## config.mk

```make
export PLATFORM = sky130hd
export DESIGN_NAME = glue_top
export DESIGN_NICKNAME = d
export VERILOG_FILES = /design/src/rtl/glue_pkg.sv /design/src/rtl/reset_sequencer.sv /design/src/rtl/bus_controller.sv /design/src/rtl/cia_port.sv /design/src/rtl/rtc_port.sv /design/src/rtl/led_dimmer.sv /design/src/rtl/glue_top.sv
export SDC_FILE = /design/constraint.sdc
export NUM_CORES = 1
export LEC_CHECK = 0
export BUFFER_PORTS_ARGS = -buffer_cell sky130_fd_sc_hd__buf_2
export CORE_ASPECT_RATIO = 1.4
export CORE_MARGIN = 1
export CORE_UTILIZATION = 35
export DETAILED_ROUTE_END_ITERATION = 12
export GPL_TIMING_DRIVEN = 1
export PLACE_DENSITY_LB_ADDON = 0.05
export SLEW_MARGIN = 20
export SYNTH_ARGS = -nofsm -noshare
export SYNTH_HDL_FRONTEND = slang
export SYNTH_SLANG_ARGS = --single-unit
```

## constraint.sdc

```tcl
create_clock -name clk -period 2.8 [get_ports clk]
set_clock_uncertainty 0.15 [all_clocks]
set_input_delay 0.84 -clock clk [delete_from_list [all_inputs] [get_ports clk]]
set_output_delay 0.84 -clock clk [all_outputs]
set_load 0.02 [all_outputs]
```

## src/rtl/glue_pkg.sv

```systemverilog
/*
 * system glue shared types
 * cpu bus request, peripheral strobe, address pages,
 * region decode and bus handshake states
 */
package glue_pkg;

	//--------------------------------------------------
	// cpu bus
	//--------------------------------------------------
	typedef logic [23:1] addr_t;   // word address
	typedef logic [15:0] data_t;

	typedef struct packed {
		addr_t       addr;
		logic        we;         // 1 = write
		logic [1:0]  bs;         // [1] upper byte, [0] lower byte
		data_t       wdata;
	} bus_req_t;

	// one access as seen by a single peripheral
	typedef struct packed {
		logic        sel;        // one cycle strobe
		logic        we;
		logic [1:0]  bs;
		logic [3:0]  rs;         // register select, addr[11:8]
		logic [7:0]  wdata;      // peripherals only take the low byte
		logic [3:0]  nib;        // rtc nibble index, addr[5:2]
	} target_req_t;

	//--------------------------------------------------
	// decode and control
	//--------------------------------------------------
	typedef enum logic [1:0] {
		REGION_NONE,
		REGION_CIA,
		REGION_RTC
	} region_e;

	typedef enum logic [2:0] {
		BUS_IDLE,
		BUS_SELECT,   // strobe target
		BUS_WAIT,     // target registers its data
		BUS_ACK,      // capture read data, raise ack
		BUS_RELEASE   // hold until cpu drops req
	} bus_state_e;

	localparam logic [11:0] CIA_PAGE  = 12'hBFE;  // addr[23:12] of cia-a
	localparam logic [11:0] RTC_PAGE  = 12'hDC0;  // addr[23:12] of rtc
	localparam logic [7:0]  PRA_RESET = 8'h03;    // overlay and led set

endpackage

```

## src/rtl/reset_sequencer.sv

```systemverilog
/*
 * reset sequencer
 * merges external and user reset requests and keeps
 * system reset asserted for a number of video frames
 */
`timescale 1ns/1ps

module reset_sequencer #(
	parameter int RESET_FRAMES = 4
) (
	input  logic clk,
	input  logic rst_n,
	input  logic rst_ext,
	input  logic usrrst,
	input  logic sof,
	output logic sys_reset
);

	localparam int CNT_W = $clog2(RESET_FRAMES + 1);

	logic [CNT_W-1:0] frame_cnt;   // sof pulses seen since last request
	logic             rst_req;
	logic             last_frame;

	assign rst_req    = rst_ext | usrrst;
	assign last_frame = (frame_cnt == CNT_W'(RESET_FRAMES - 1));

	always_ff @(posedge clk or negedge rst_n) begin
		if (!rst_n) begin
			frame_cnt <= '0;
			sys_reset <= 1'b1;
		end else if (rst_req) begin
			frame_cnt <= '0;       // restart hold-off
			sys_reset <= 1'b1;
		end else if (sys_reset && sof) begin
			frame_cnt <= frame_cnt + 1'b1;
			if (last_frame)
				sys_reset <= 1'b0;  // release on the last counted frame
		end
	end

endmodule

```

## src/rtl/bus_controller.sv

```systemverilog
/*
 * cpu bus controller
 * four-phase req/ack handshake, address region decode,
 * one-cycle peripheral strobes and OR combining of the
 * returned read data
 */
`timescale 1ns/1ps

module bus_controller
	import glue_pkg::*;
(
	input  logic        clk,
	input  logic        rst_n,
	input  logic        sys_reset,
	input  logic        req,
	input  bus_req_t    bus_req,
	input  data_t       cia_rdata,
	input  data_t       rtc_rdata,
	output logic        ack,
	output data_t       rdata,
	output target_req_t cia_req,
	output target_req_t rtc_req
);

	bus_state_e state;
	region_e    region;      // decode of the live request
	region_e    region_q;
	bus_req_t   req_q;       // latched access
	logic       cia_stb;
	logic       rtc_stb;
	logic       start;

	assign start = (state == BUS_IDLE) && req;

	//--------------------------------------------------
	// region decode, addr[23:12]
	//--------------------------------------------------
	always_comb begin
		if (bus_req.addr[23:12] == CIA_PAGE)
			region = REGION_CIA;
		else if (bus_req.addr[23:12] == RTC_PAGE)
			region = REGION_RTC;
		else
			region = REGION_NONE;  // acked, reads zero
	end

	// request payload, held for the whole access
	always_ff @(posedge clk) begin
		if (start)
			req_q <= bus_req;
	end

	//--------------------------------------------------
	// handshake fsm
	//--------------------------------------------------
	always_ff @(posedge clk or negedge rst_n) begin
		if (!rst_n) begin
			state    <= BUS_IDLE;
			region_q <= REGION_NONE;
			cia_stb  <= 1'b0;
			rtc_stb  <= 1'b0;
			ack      <= 1'b0;
			rdata    <= '0;
		end else if (sys_reset) begin
			state    <= BUS_IDLE;
			region_q <= REGION_NONE;
			cia_stb  <= 1'b0;
			rtc_stb  <= 1'b0;
			ack      <= 1'b0;
			rdata    <= '0;
		end else begin
			cia_stb <= 1'b0;   // strobes last one cycle
			rtc_stb <= 1'b0;
			case (state)
				BUS_IDLE: begin
					if (req) begin
						region_q <= region;
						state    <= BUS_SELECT;
					end
				end
				BUS_SELECT: begin
					cia_stb <= (region_q == REGION_CIA);
					rtc_stb <= (region_q == REGION_RTC);
					state   <= BUS_WAIT;
				end
				BUS_WAIT:
					state <= BUS_ACK;      // target registers here
				BUS_ACK: begin
					rdata <= cia_rdata | rtc_rdata;  // idle targets return zero
					ack   <= 1'b1;
					state <= BUS_RELEASE;
				end
				BUS_RELEASE: begin
					if (!req) begin       // cpu done, drop ack
						ack   <= 1'b0;
						state <= BUS_IDLE;
					end
				end
				default:
					state <= BUS_IDLE;
			endcase
		end
	end

	//--------------------------------------------------
	// target strobes
	//--------------------------------------------------
	always_comb begin
		cia_req.sel   = cia_stb;
		cia_req.we    = req_q.we;
		cia_req.bs    = req_q.bs;
		cia_req.rs    = req_q.addr[11:8];
		cia_req.wdata = req_q.wdata[7:0];
		cia_req.nib   = req_q.addr[5:2];
		rtc_req       = cia_req;     // same payload, own select
		rtc_req.sel   = rtc_stb;
	end

endmodule

```

## src/rtl/cia_port.sv

```systemverilog
/*
 * cia-a port registers
 * port a holds the kickstart overlay and power led bits,
 * port b is a plain read/write byte
 */
`timescale 1ns/1ps

module cia_port
	import glue_pkg::*;
(
	input  logic        clk,
	input  logic        rst_n,
	input  logic        sys_reset,
	input  target_req_t cia_req,
	output data_t       cia_rdata,
	output logic        ovl,
	output logic        led
);

	logic [7:0] pra;       // port a output register
	logic [7:0] prb;       // port b output register
	logic [7:0] rd_mux;
	logic       wr_en;
	logic       rd_en;

	assign wr_en = cia_req.sel & cia_req.we & cia_req.bs[0];  // low byte lane only
	assign rd_en = cia_req.sel & ~cia_req.we;

	always_comb begin
		case (cia_req.rs)
			4'd0:    rd_mux = pra;
			4'd1:    rd_mux = prb;
			default: rd_mux = 8'h00;   // unimplemented registers
		endcase
	end

	always_ff @(posedge clk or negedge rst_n) begin
		if (!rst_n) begin
			pra       <= PRA_RESET;
			prb       <= 8'h00;
			cia_rdata <= '0;
		end else if (sys_reset) begin
			pra       <= PRA_RESET;
			prb       <= 8'h00;
			cia_rdata <= '0;
		end else begin
			if (wr_en && cia_req.rs == 4'd0)
				pra <= cia_req.wdata;
			if (wr_en && cia_req.rs == 4'd1)
				prb <= cia_req.wdata;
			cia_rdata <= rd_en ? {8'h00, rd_mux} : '0;  // zero keeps the OR bus clean
		end
	end

	assign ovl = pra[0];
	assign led = pra[1];

endmodule

```

## src/rtl/rtc_port.sv

```systemverilog
/*
 * real-time clock reader
 * returns one nibble of the 64-bit clock value per read
 */
`timescale 1ns/1ps

module rtc_port
	import glue_pkg::*;
(
	input  logic        clk,
	input  logic        rst_n,
	input  logic [63:0] rtc,
	input  target_req_t rtc_req,
	output data_t       rtc_rdata
);

	logic rd_en;

	assign rd_en = rtc_req.sel & ~rtc_req.we;   // writes have no effect

	always_ff @(posedge clk or negedge rst_n) begin
		if (!rst_n)
			rtc_rdata <= '0;
		else if (rd_en)
			rtc_rdata <= {12'h000, rtc[{rtc_req.nib, 2'b00} +: 4]};  // nibble 0 is lsb
		else
			rtc_rdata <= '0;
	end

endmodule

```

## src/rtl/led_dimmer.sv

```systemverilog
/*
 * power led dimmer
 * free-running counter, led only lit for a short slice
 * of each period while the port a led bit is set
 */
`timescale 1ns/1ps

module led_dimmer #(
	parameter int LED_CNT_BITS = 6
) (
	input  logic clk,
	input  logic rst_n,
	input  logic led,
	output logic pwr_led
);

	logic [LED_CNT_BITS-1:0] led_cnt;
	logic                    dim;

	always_ff @(posedge clk or negedge rst_n) begin
		if (!rst_n) begin
			led_cnt <= '0;
			dim     <= 1'b1;       // as if the count had just wrapped
		end else begin
			led_cnt <= led_cnt + 1'b1;
			dim     <= |led_cnt[LED_CNT_BITS-1 -: 4];  // upper four bits
		end
	end

	// led bit set: lit only while dim is low
	assign pwr_led = ~(led & dim);

endmodule

```

## src/rtl/glue_top.sv

```systemverilog
/*
 * home computer system glue
 * reset sequencing, cpu bus control, cia-a port
 * registers, rtc nibble reads and power led dimming
 */
`timescale 1ns/1ps

module glue_top
	import glue_pkg::*;
#(
	parameter int RESET_FRAMES = 4,   // frames of boot hold-off
	parameter int LED_CNT_BITS = 6    // dimmer period 2**n cycles
) (
	input  logic        clk,
	input  logic        rst_n,
	input  logic        rst_ext,   // reset from control block
	input  logic        usrrst,    // user reset request
	input  logic        sof,       // start of frame pulse
	input  logic        req,
	input  bus_req_t    bus_req,
	input  logic [63:0] rtc,
	output logic        ack,
	output data_t       rdata,
	output logic        ovl,       // kickstart overlay
	output logic        pwr_led,
	output logic        rst_out
);

	logic        sys_reset;
	target_req_t cia_req;
	target_req_t rtc_req;
	data_t       cia_rdata;
	data_t       rtc_rdata;
	logic        led;        // port a led bit

	assign rst_out = sys_reset;  // reset status to the outside

	reset_sequencer #(
		.RESET_FRAMES(RESET_FRAMES)
	) u_reset_sequencer (
		.clk      (clk),
		.rst_n    (rst_n),
		.rst_ext  (rst_ext),
		.usrrst   (usrrst),
		.sof      (sof),
		.sys_reset(sys_reset)
	);

	bus_controller u_bus_controller (
		.clk      (clk),
		.rst_n    (rst_n),
		.sys_reset(sys_reset),
		.req      (req),
		.bus_req  (bus_req),
		.cia_rdata(cia_rdata),
		.rtc_rdata(rtc_rdata),
		.ack      (ack),
		.rdata    (rdata),
		.cia_req  (cia_req),
		.rtc_req  (rtc_req)
	);

	// both peripherals sit side by side on the strobe bus
	cia_port u_cia_port (
		.clk      (clk),
		.rst_n    (rst_n),
		.sys_reset(sys_reset),
		.cia_req  (cia_req),
		.cia_rdata(cia_rdata),
		.ovl      (ovl),
		.led      (led)
	);

	rtc_port u_rtc_port (
		.clk      (clk),
		.rst_n    (rst_n),
		.rtc      (rtc),
		.rtc_req  (rtc_req),
		.rtc_rdata(rtc_rdata)
	);

	led_dimmer #(
		.LED_CNT_BITS(LED_CNT_BITS)
	) u_led_dimmer (
		.clk    (clk),
		.rst_n  (rst_n),
		.led    (led),
		.pwr_led(pwr_led)
	);

endmodule

```

Word level (Yosys, flattened, before mapping)
Cells that the tools add are included.
- flip-flop bits (word level): 104
- input bits: 112
- output and inout bits: 20
- logic and storage cells: 92
- $add $sub $neg: 2
- equality and inequality tests: 12
- shifts and indexed selects: 1
- muxes and demuxes: 31
- bitwise logic cells: 9
- reductions and logical operators: 19
- operators by type and width (kind ; number):
    $shiftx 64x7->4 ; 1
    $mux 16 ; 3
    $mux 8 ; 5
    $eq 12x12->1 const B ; 2
    $or 16x16->16 ; 1
    $pmux 8 s2 ; 1
    $mux 3 ; 5
    $pmux 3 s5 ; 1
    $reduce_bool 2->1 ; 7
    $mux 2 ; 5
    $eq 3x2->1 const B ; 3
    $mux 1 ; 9
    $reduce_and 2->1 ; 4
    $add 6x1->6 const B ; 1
    $ne 3x3->1 const B ; 2
    $and 1x1->1 ; 5
    $eq 4x1->1 const B ; 1
    $logic_and 1x1->1 ; 4
    $logic_not 4->1 ; 1
    $mux 4 ; 1
    $reduce_or 4->1 ; 1
    $add 3x1->3 const B ; 1
    $eq 3x1->1 const B ; 1
    $eq 3x3->1 const B ; 1
    other kinds (7) ; 8

Logic depth before layout (Yosys ltp)
Gate-level depths: netlist of the first run.
- word-level depth: 6
- depth in mapped cells: 5

By module
From an unflattened synthesis of the first run, not the netlist that was laid out.
- cell total of the unflattened synthesis: 343
- area total of the unflattened synthesis: 4206.5 µm²
- by module, submodules not included (module ; instances ; cells an instance ; area an instance (µm²) ; sequential area each (µm²)):
    bus_controller ; 1 ; 132 ; 1779.2 ; 1171.1
    cia_port ; 1 ; 101 ; 1198.6 ; 603.1
    rtc_port ; 1 ; 74 ; 764.5 ; 100.1
    led_dimmer ; 1 ; 18 ; 256.5 ; 176.4
    reset_sequencer ; 1 ; 18 ; 207.7 ; 101.3

Worst setup path after synthesis of the first run
OpenSTA, ideal clock, no wires.
- path kind: in2reg
- start point: in req
- end point: reg u_bus_controller.region_q[0]
- arrival time: 2.394 ns
- slack: 0.124 ns
- stages: 3
- buffers on the path: 0
- cells stage by stage: nor4b_2 > mux2i_1 > nor2_1
- word-level cells in the longest chain between the ends: 2
- RTL lines (element ; RTL line ; source):
    start, declared ; glue_top.sv:19 ; input logic req,
    $reduce_bool 2->1 (no source line) ; n/a ;
    $reduce_and 2->1 (no source line) ; n/a ;
    end signal, assigned ; bus_controller.sv:77 ; region_q <= region;
    end, declared ; bus_controller.sv:27 ; region_e region_q;
Every way passes these cells.
A chain may end at the register's enable or synchronous reset.

Worst setup path in the final report of the first run
- start point: reg u_cia_port.pra[1]
- end point: out pwr_led
- word-level cells in the longest chain between the ends: 2
- RTL lines (element ; RTL line ; source):
    start, declared ; cia_port.sv:20 ; logic [7:0] pra;
    start signal, assigned ; cia_port.sv:48 ; pra <= cia_req.wdata;
    $and 1x1->1 ; led_dimmer.sv:31 ; assign pwr_led = ~(led & dim);
    $not 1->1 ; led_dimmer.sv:31 ;
    end, declared ; glue_top.sv:25 ; output logic pwr_led,
Every way passes these cells.

==> results.sh, run 1 <==
export IMPL_cts_root_buf="clkbuf_16"
export IMPL_finalCriticalPeriod_ps=2077
export IMPL_worstHoldStart="u_bus_controller.region_q[1]"
export IMPL_grt_antenna_before_repair=0
export IMPL_clock_power_share_pct=43.7
export IMPL_cts_hold_buf=0
export IMPL_worst_slack_ps=723.0
export IMPL_ant_nets=0
export IMPL_path_class="flop to output port"
export IMPL_place_hpwl_microns=5482
export IMPL_vias=2423
export IMPL_vias_per_cell=5.027
export IMPL_slowest_stage="dfstp_2"
export IMPL_grt_pass1_vias=2522
export IMPL_drcViolationCount=2
export IMPL_initial_utilization_pct=36.60
export IMPL_tightestPinTransition_ps=742.8
export IMPL_holdPathEnd="u_bus_controller.cia_stb"
export IMPL_max_slew_margin_pct=50.48
export IMPL_htree_levels=3
export IMPL_endpoint_kind="output port"
export IMPL_whs_path_depth=1
export IMPL_yosys_cell_types_count=43
export IMPL_powerDensity_nw_per_um2=538.2
export IMPL_worstPathArrival_ps=1090
export IMPL_drive_gt1_share_pct=42.93
export IMPL_reg2reg_slack_ps=890
export IMPL_rsz0062_at_grt="no"
export IMPL_slowest_delay_ps=540
export IMPL_crit_family="flip-flops"
export IMPL_pre_cts_ws_ps=728.0
export IMPL_routed_wl_microns=7216
export IMPL_p_sw_share_pct=21.17
export IMPL_fmax_mhz=481.5
export IMPL_dieArea_sq_um=10000
export IMPL_timing_final_crit_share_pct=74.18
export IMPL_grt_pass1_wl_microns=12170
export IMPL_numClockSinks=73
export IMPL_synth_most_common_cell="dfrtp_1"
export IMPL_die_w_microns=84.82
export IMPL_synth_top_area_share_pct=37.97
export IMPL_port_buffers=111
export IMPL_synthesis_instances=249
export IMPL_ctsResizeCount=0
export IMPL_power_internal_mw=1.829
export IMPL_pin_count=132
export IMPL_vdd_ir_drop_worst_mv=0.2642
export IMPL_tns_ps=0
export IMPL_yosys_warnings=0
export IMPL_clock_path_buffers=2
export IMPL_cts_setup_buffers=0
export IMPL_timing_rr_start="u_bus_controller.cia_req[13]"
export IMPL_p_sw_mw=0.4912
export IMPL_overflow=0
export IMPL_rows=41
export IMPL_clk_latency_ps=330
export IMPL_drt_iter0_markers=125
export IMPL_drv_slew=0
export IMPL_synth_commonest_cells="dfrtp_1 (51), nor2_1 (35), mux2i_1 (21)"
export IMPL_leakage_nw=1.937
export IMPL_cts_made_buffers=9
export IMPL_hold_violations=0
export IMPL_power_share_sequential_pct=48.6
export IMPL_core_sq_um=9183
export IMPL_crit_chain="nand2_1, buf_2"
export IMPL_status="finished, violations left"
export IMPL_pwr_share_comb_pct=7.7
export IMPL_rr_endpoint="u_cia_port.pra[0]"
export IMPL_ff2ff_path_depth=6
export IMPL_holdCritPathClass="flop to flop"
export IMPL_crit_fanout=3
export IMPL_synthToLayoutAreaGrowth_pct=28.26
export IMPL_ys_ff_latch=73
export IMPL_wire_per_inst_microns=14.97
export IMPL_synth_area_per_cell_sq_um=13.50
export IMPL_yosys_area_top_type="dfrtp_1"
export IMPL_fin_nets=485
export IMPL_grt_total_usage_pct=15.79
export IMPL_ys_top_cells_by_area="dfrtp_1 (38%), edfxtp_1 (16%), mux4_2 (11%)"
export IMPL_ys_async_sr_fraction_pct=75.34
export IMPL_start_kind="flop"
export IMPL_gp_congestion=0.7370
export IMPL_netlist_area_sq_um=3361
export IMPL_maxCapViolCount=0
export IMPL_cts_tree="done"
export IMPL_antennaDiodeCount=0
export IMPL_synth_edf_count=18
export IMPL_ys_seq_area_share_pct=57.19
export IMPL_cts_reportedPaths_clkPinSlew_ps=50
export IMPL_violations="design-rule violations"
export IMPL_grt_max_degree=31
export IMPL_cp_num_buf_inv=1
export IMPL_setup_violations=0
export IMPL_firstDrtPassIters=8
export IMPL_ys_flop_type="dfrtp_1"
export IMPL_die_h_microns=117.9
export IMPL_required_ps=1810
registers in the layout, indices dropped and copies added, names as in the netlist:
signal and count:
u_rtc_port.rtc_rdata 4, u_led_dimmer.dim 1, u_cia_port.cia_rdata 8, u_bus_controller.state 3
u_bus_controller.region_q 2, u_bus_controller.rdata 8, u_bus_controller.cia_stb 1, u_bus_controller.rtc_stb 1
u_reset_sequencer.sys_reset 1, u_bus_controller.ack 1, u_cia_port.pra 8, u_led_dimmer.led_cnt 6
u_bus_controller.cia_req 18, u_cia_port.prb 8, u_reset_sequencer.frame_cnt 3
routing by layer:
layer / vias to the layer above / track usage (%) / part of all wire, %
met2: 83 / 26.58 / 51
li1: 1155 / - / -
met5: - / 0 / 0
met3: 10 / 4.278 / 5.6
met4: 0 / 5.085 / 1.2
met1: 1175 / 19.59 / 43
how the worst max path moves through the flow:
stage                           start  slack (ps)  cells after the start                            to
finish              u_cia_port.pra[1]         720                      2                       pwr_led
global route        u_cia_port.pra[1]         680                      2                       pwr_led
CTS                 u_cia_port.pra[1]         690                      2                       pwr_led
detailed placement                req         730                      3   u_bus_controller.cia_req[6]
global placement                  req         710                      3  u_bus_controller.cia_req[14]
floorplan                         req         120                      3  u_bus_controller.region_q[0]
cell usage in the layout (no fill, tap or decap), types with 4 or more instances in the layout:
master / count
buf_2: 111
dfrtp_1: 51
nor2_1: 35
mux2i_1: 21
edfxtp_1: 18
mux4_2: 16
a22oi_1: 11
buf_4: 10
nand2_1: 9
clkbuf_16: 9
conb_1: 8
o21ai_0: 7
nor3_1: 5
a21oi_1: 4
a22o_1: 4
dfstp_2: 4
power by group through the flow:
stage / combinational, mW / clock (mW) / sequential, mW
detailed placement: 0.182 / 0 / 1.15
global placement: 0.180 / 0 / 1.15
global route: 0.198 / 1.09 / 1.13
floorplan: 0.0921 / 0 / 1.14
CTS: 0.182 / 1.05 / 1.13
finish: 0.178 / 1.01 / 1.13
stage by stage:
step	utilization [%]	hold slack, ps	std cells	power (mW)	cell area, sq um
5_1_grt	46.94	317.0	482	2.414	4310
2_1_floorplan	-	262.5	256	1.231	3387
6_report	46.94	291.7	482	2.320	4310
4_1_cts	46.94	296.4	482	2.357	4310
3_3_place_gp	44.05	287.6	466	1.327	4045
3_5_place_dp	44.05	290.2	466	1.329	4045
cells by family (layout without fill, tap and decap cells):
logic type	after synthesis	count (layout)	synth area share, %
other	1	8	0.1116
buffers and inverters	21	140	3.760
AND/OR/NAND/NOR	77	77	12.88
flip-flops	73	73	57.19
AO/OA/AOI/OAI	31	31	6.404
adder cells (fa/ha/maj)	3	3	1.117
XOR/XNOR	6	6	1.564
multiplexers	37	37	16.98
cell type report:
type | count | area [sq um]
flip-flops and latches | 73 | 1922
fillers | 867 | 4872
clock buffers | 12 | 246.5
inverters | 3 | 11.26
well taps | 107 | 133.9
clock inverters | 4 | 18.77
multi-input cells | 162 | 1348
repair buffers | 121 | 630.6
(Power assumes the default switching activity.)
==> run 2: changes to the inputs <==
Clock period 2.8 ns to 1.7 ns, I/O delays scaled along.
==> results.sh, run 2 (synthesis gave the netlist of run 1 again) <==
export IMPL_dieArea_sq_um=10000
export IMPL_largest_reg_flops=18
export IMPL_maxCapViolCount=0
export IMPL_die_h_microns=117.9
export IMPL_grt_pass1_wl_microns=12400
export IMPL_overflow=0
export IMPL_setup_violations=12
export IMPL_p_total_mw=3.966
export IMPL_fin_cells=504
export IMPL_vias_per_cell=4.851
export IMPL_required_ps=1760
export IMPL_cts_tree="done"
export IMPL_drv_slew=0
export IMPL_wire_per_inst_microns=14.93
export IMPL_cts_made_buffers=9
export IMPL_die_w_microns=84.82
export IMPL_start_kind="flop"
export IMPL_path_class="flop to flop"
export IMPL_grt_antenna_before_repair=0
export IMPL_clk_latency_ps=320
export IMPL_htree_levels=3
export IMPL_place_hpwl_microns=5474
export IMPL_ant_nets=0
export IMPL_vias=2445
export IMPL_status="finished, violations left"
export IMPL_met1_usage_pct=18.65
export IMPL_cp_num_buf_inv=1
export IMPL_leakage_nw=2.098
export IMPL_grt_max_degree=56
export IMPL_core_sq_um=9183
export IMPL_pin_count=132
export IMPL_grt_busiest_layer="met2"
export IMPL_cts_root_buf="clkbuf_16"
export IMPL_drt_iter0_markers=101
export IMPL_rows=41
export IMPL_synthToLayoutAreaGrowth_pct=38.27
export IMPL_initial_utilization_pct=36.60
export IMPL_firstDrtPassIters=11
export IMPL_drive_gt1_share_pct=49.37
export IMPL_use_met2_pct=28.10
export IMPL_crit_start="u_bus_controller.cia_req[15]"
export IMPL_tns_ps=-155.2
export IMPL_finalCriticalPeriod_ps=1738
export IMPL_crit_fanout=5
export IMPL_timing_final_crit_share_pct=102.3
export IMPL_final_cell_mix="buf_2 (108), dfrtp_1 (50), nor2_1 (35)"
export IMPL_endpoint_kind="flop"
export IMPL_vdd_ir_drop_worst_mv=0.5408
export IMPL_drcViolationCount=8
export IMPL_hold_violations=0
export IMPL_cts_reportedPaths_clkPinSlew_ps=60
export IMPL_met3_usage_pct=2.945
export IMPL_dp_cells=476
export IMPL_slowest_stage="edfxtp_1"
export IMPL_powerDensity_nw_per_um2=853.4
export IMPL_grt_pass1_vias=2585
export IMPL_crit_family="simple AND/OR/NAND/NOR gates"
export IMPL_worstPathArrival_ps=1800
export IMPL_timing_rr_start="u_bus_controller.cia_req[15]"
export IMPL_fin_nets=507
export IMPL_antennaDiodeCount=0
export IMPL_grt_total_usage_pct=15.95
export IMPL_numClockSinks=73
export IMPL_rsz0062_at_grt="yes"
export IMPL_holdCritPathClass="input pin to async pin"
export IMPL_crit_chain="nor4b_4, and4_4, buf_6, mux2i_1, nor2_1"
export IMPL_slowest_delay_ps=450
export IMPL_violations="design-rule violations, negative setup slack"
export IMPL_port_buffers=111
export IMPL_routed_wl_microns=7524
export IMPL_final_core_util_pct=50.61
export IMPL_gp_congestion=0.7044
export IMPL_cts_hold_buf=0
export IMPL_worst_slack_ps=-38.36
export IMPL_clock_path_buffers=2
export IMPL_final_common_cell="buf_2"
export IMPL_fmax_mhz=575.3
[run 2: metal layers]
layer,wire (microns),vias to the layer above
li1,-,1198
met1,3110,1183
met2,4029,53
met3,230,11
met4,153,0
met5,0,-
[run 2: stage by stage]
step | instance area [sq um] | setup slack (ps) | hold slack, ps
6_report | 4647 | -38.36 | 12.66
4_1_cts | 4516 | -38.76 | 30.90
3_3_place_gp | 4159 | -37.89 | 284.0
5_1_grt | 4647 | -123.7 | 36.66
3_5_place_dp | 4159 | -67.21 | 285.9
2_1_floorplan | 3413 | -178.9 | 64.41
[run 2: layout make-up]
type	count	area (sq um)
fillers	828	4536
flip-flops and latches	73	1923
multi-input cells	162	1385
repair buffers	143	908.4
clock buffers	13	270.3
well taps	107	133.9
clock inverters	3	15.01
inverters	3	11.26
[run 2: worst paths after layout]
path | end | slack (ps) | cells past startpoint
hold / removal | u_cia_port.prb[0] | 10 | 2
setup / recovery | u_cia_port.prb[4] | -40 | 5
min in group clk | u_bus_controller.cia_req[12] | 210 | 1
setup reg to reg | u_cia_port.prb[4] | -40 | 5
max in group asynchronous | u_led_dimmer.dim | 1080 | 2
hold reg to reg | u_bus_controller.cia_stb | 290 | 1
[run 2: power breakdown]
group | internal (mW) | total [mW] | switching (mW) | leakage [nW]
Clock | 1.10 | 1.77 | 0.670 | 0.145
Sequential | 1.83 | 1.86 | 0.0271 | 0.914
Combinational | 0.200 | 0.339 | 0.139 | 1.04
[run 2: timing repair]
item / CTS / global route
pin swaps: 2 / 7
resized for setup: 12 / 14
cloned: 0 / 1
buffers inserted: 5 / 6
setup endpoints to repair: 19 / 27
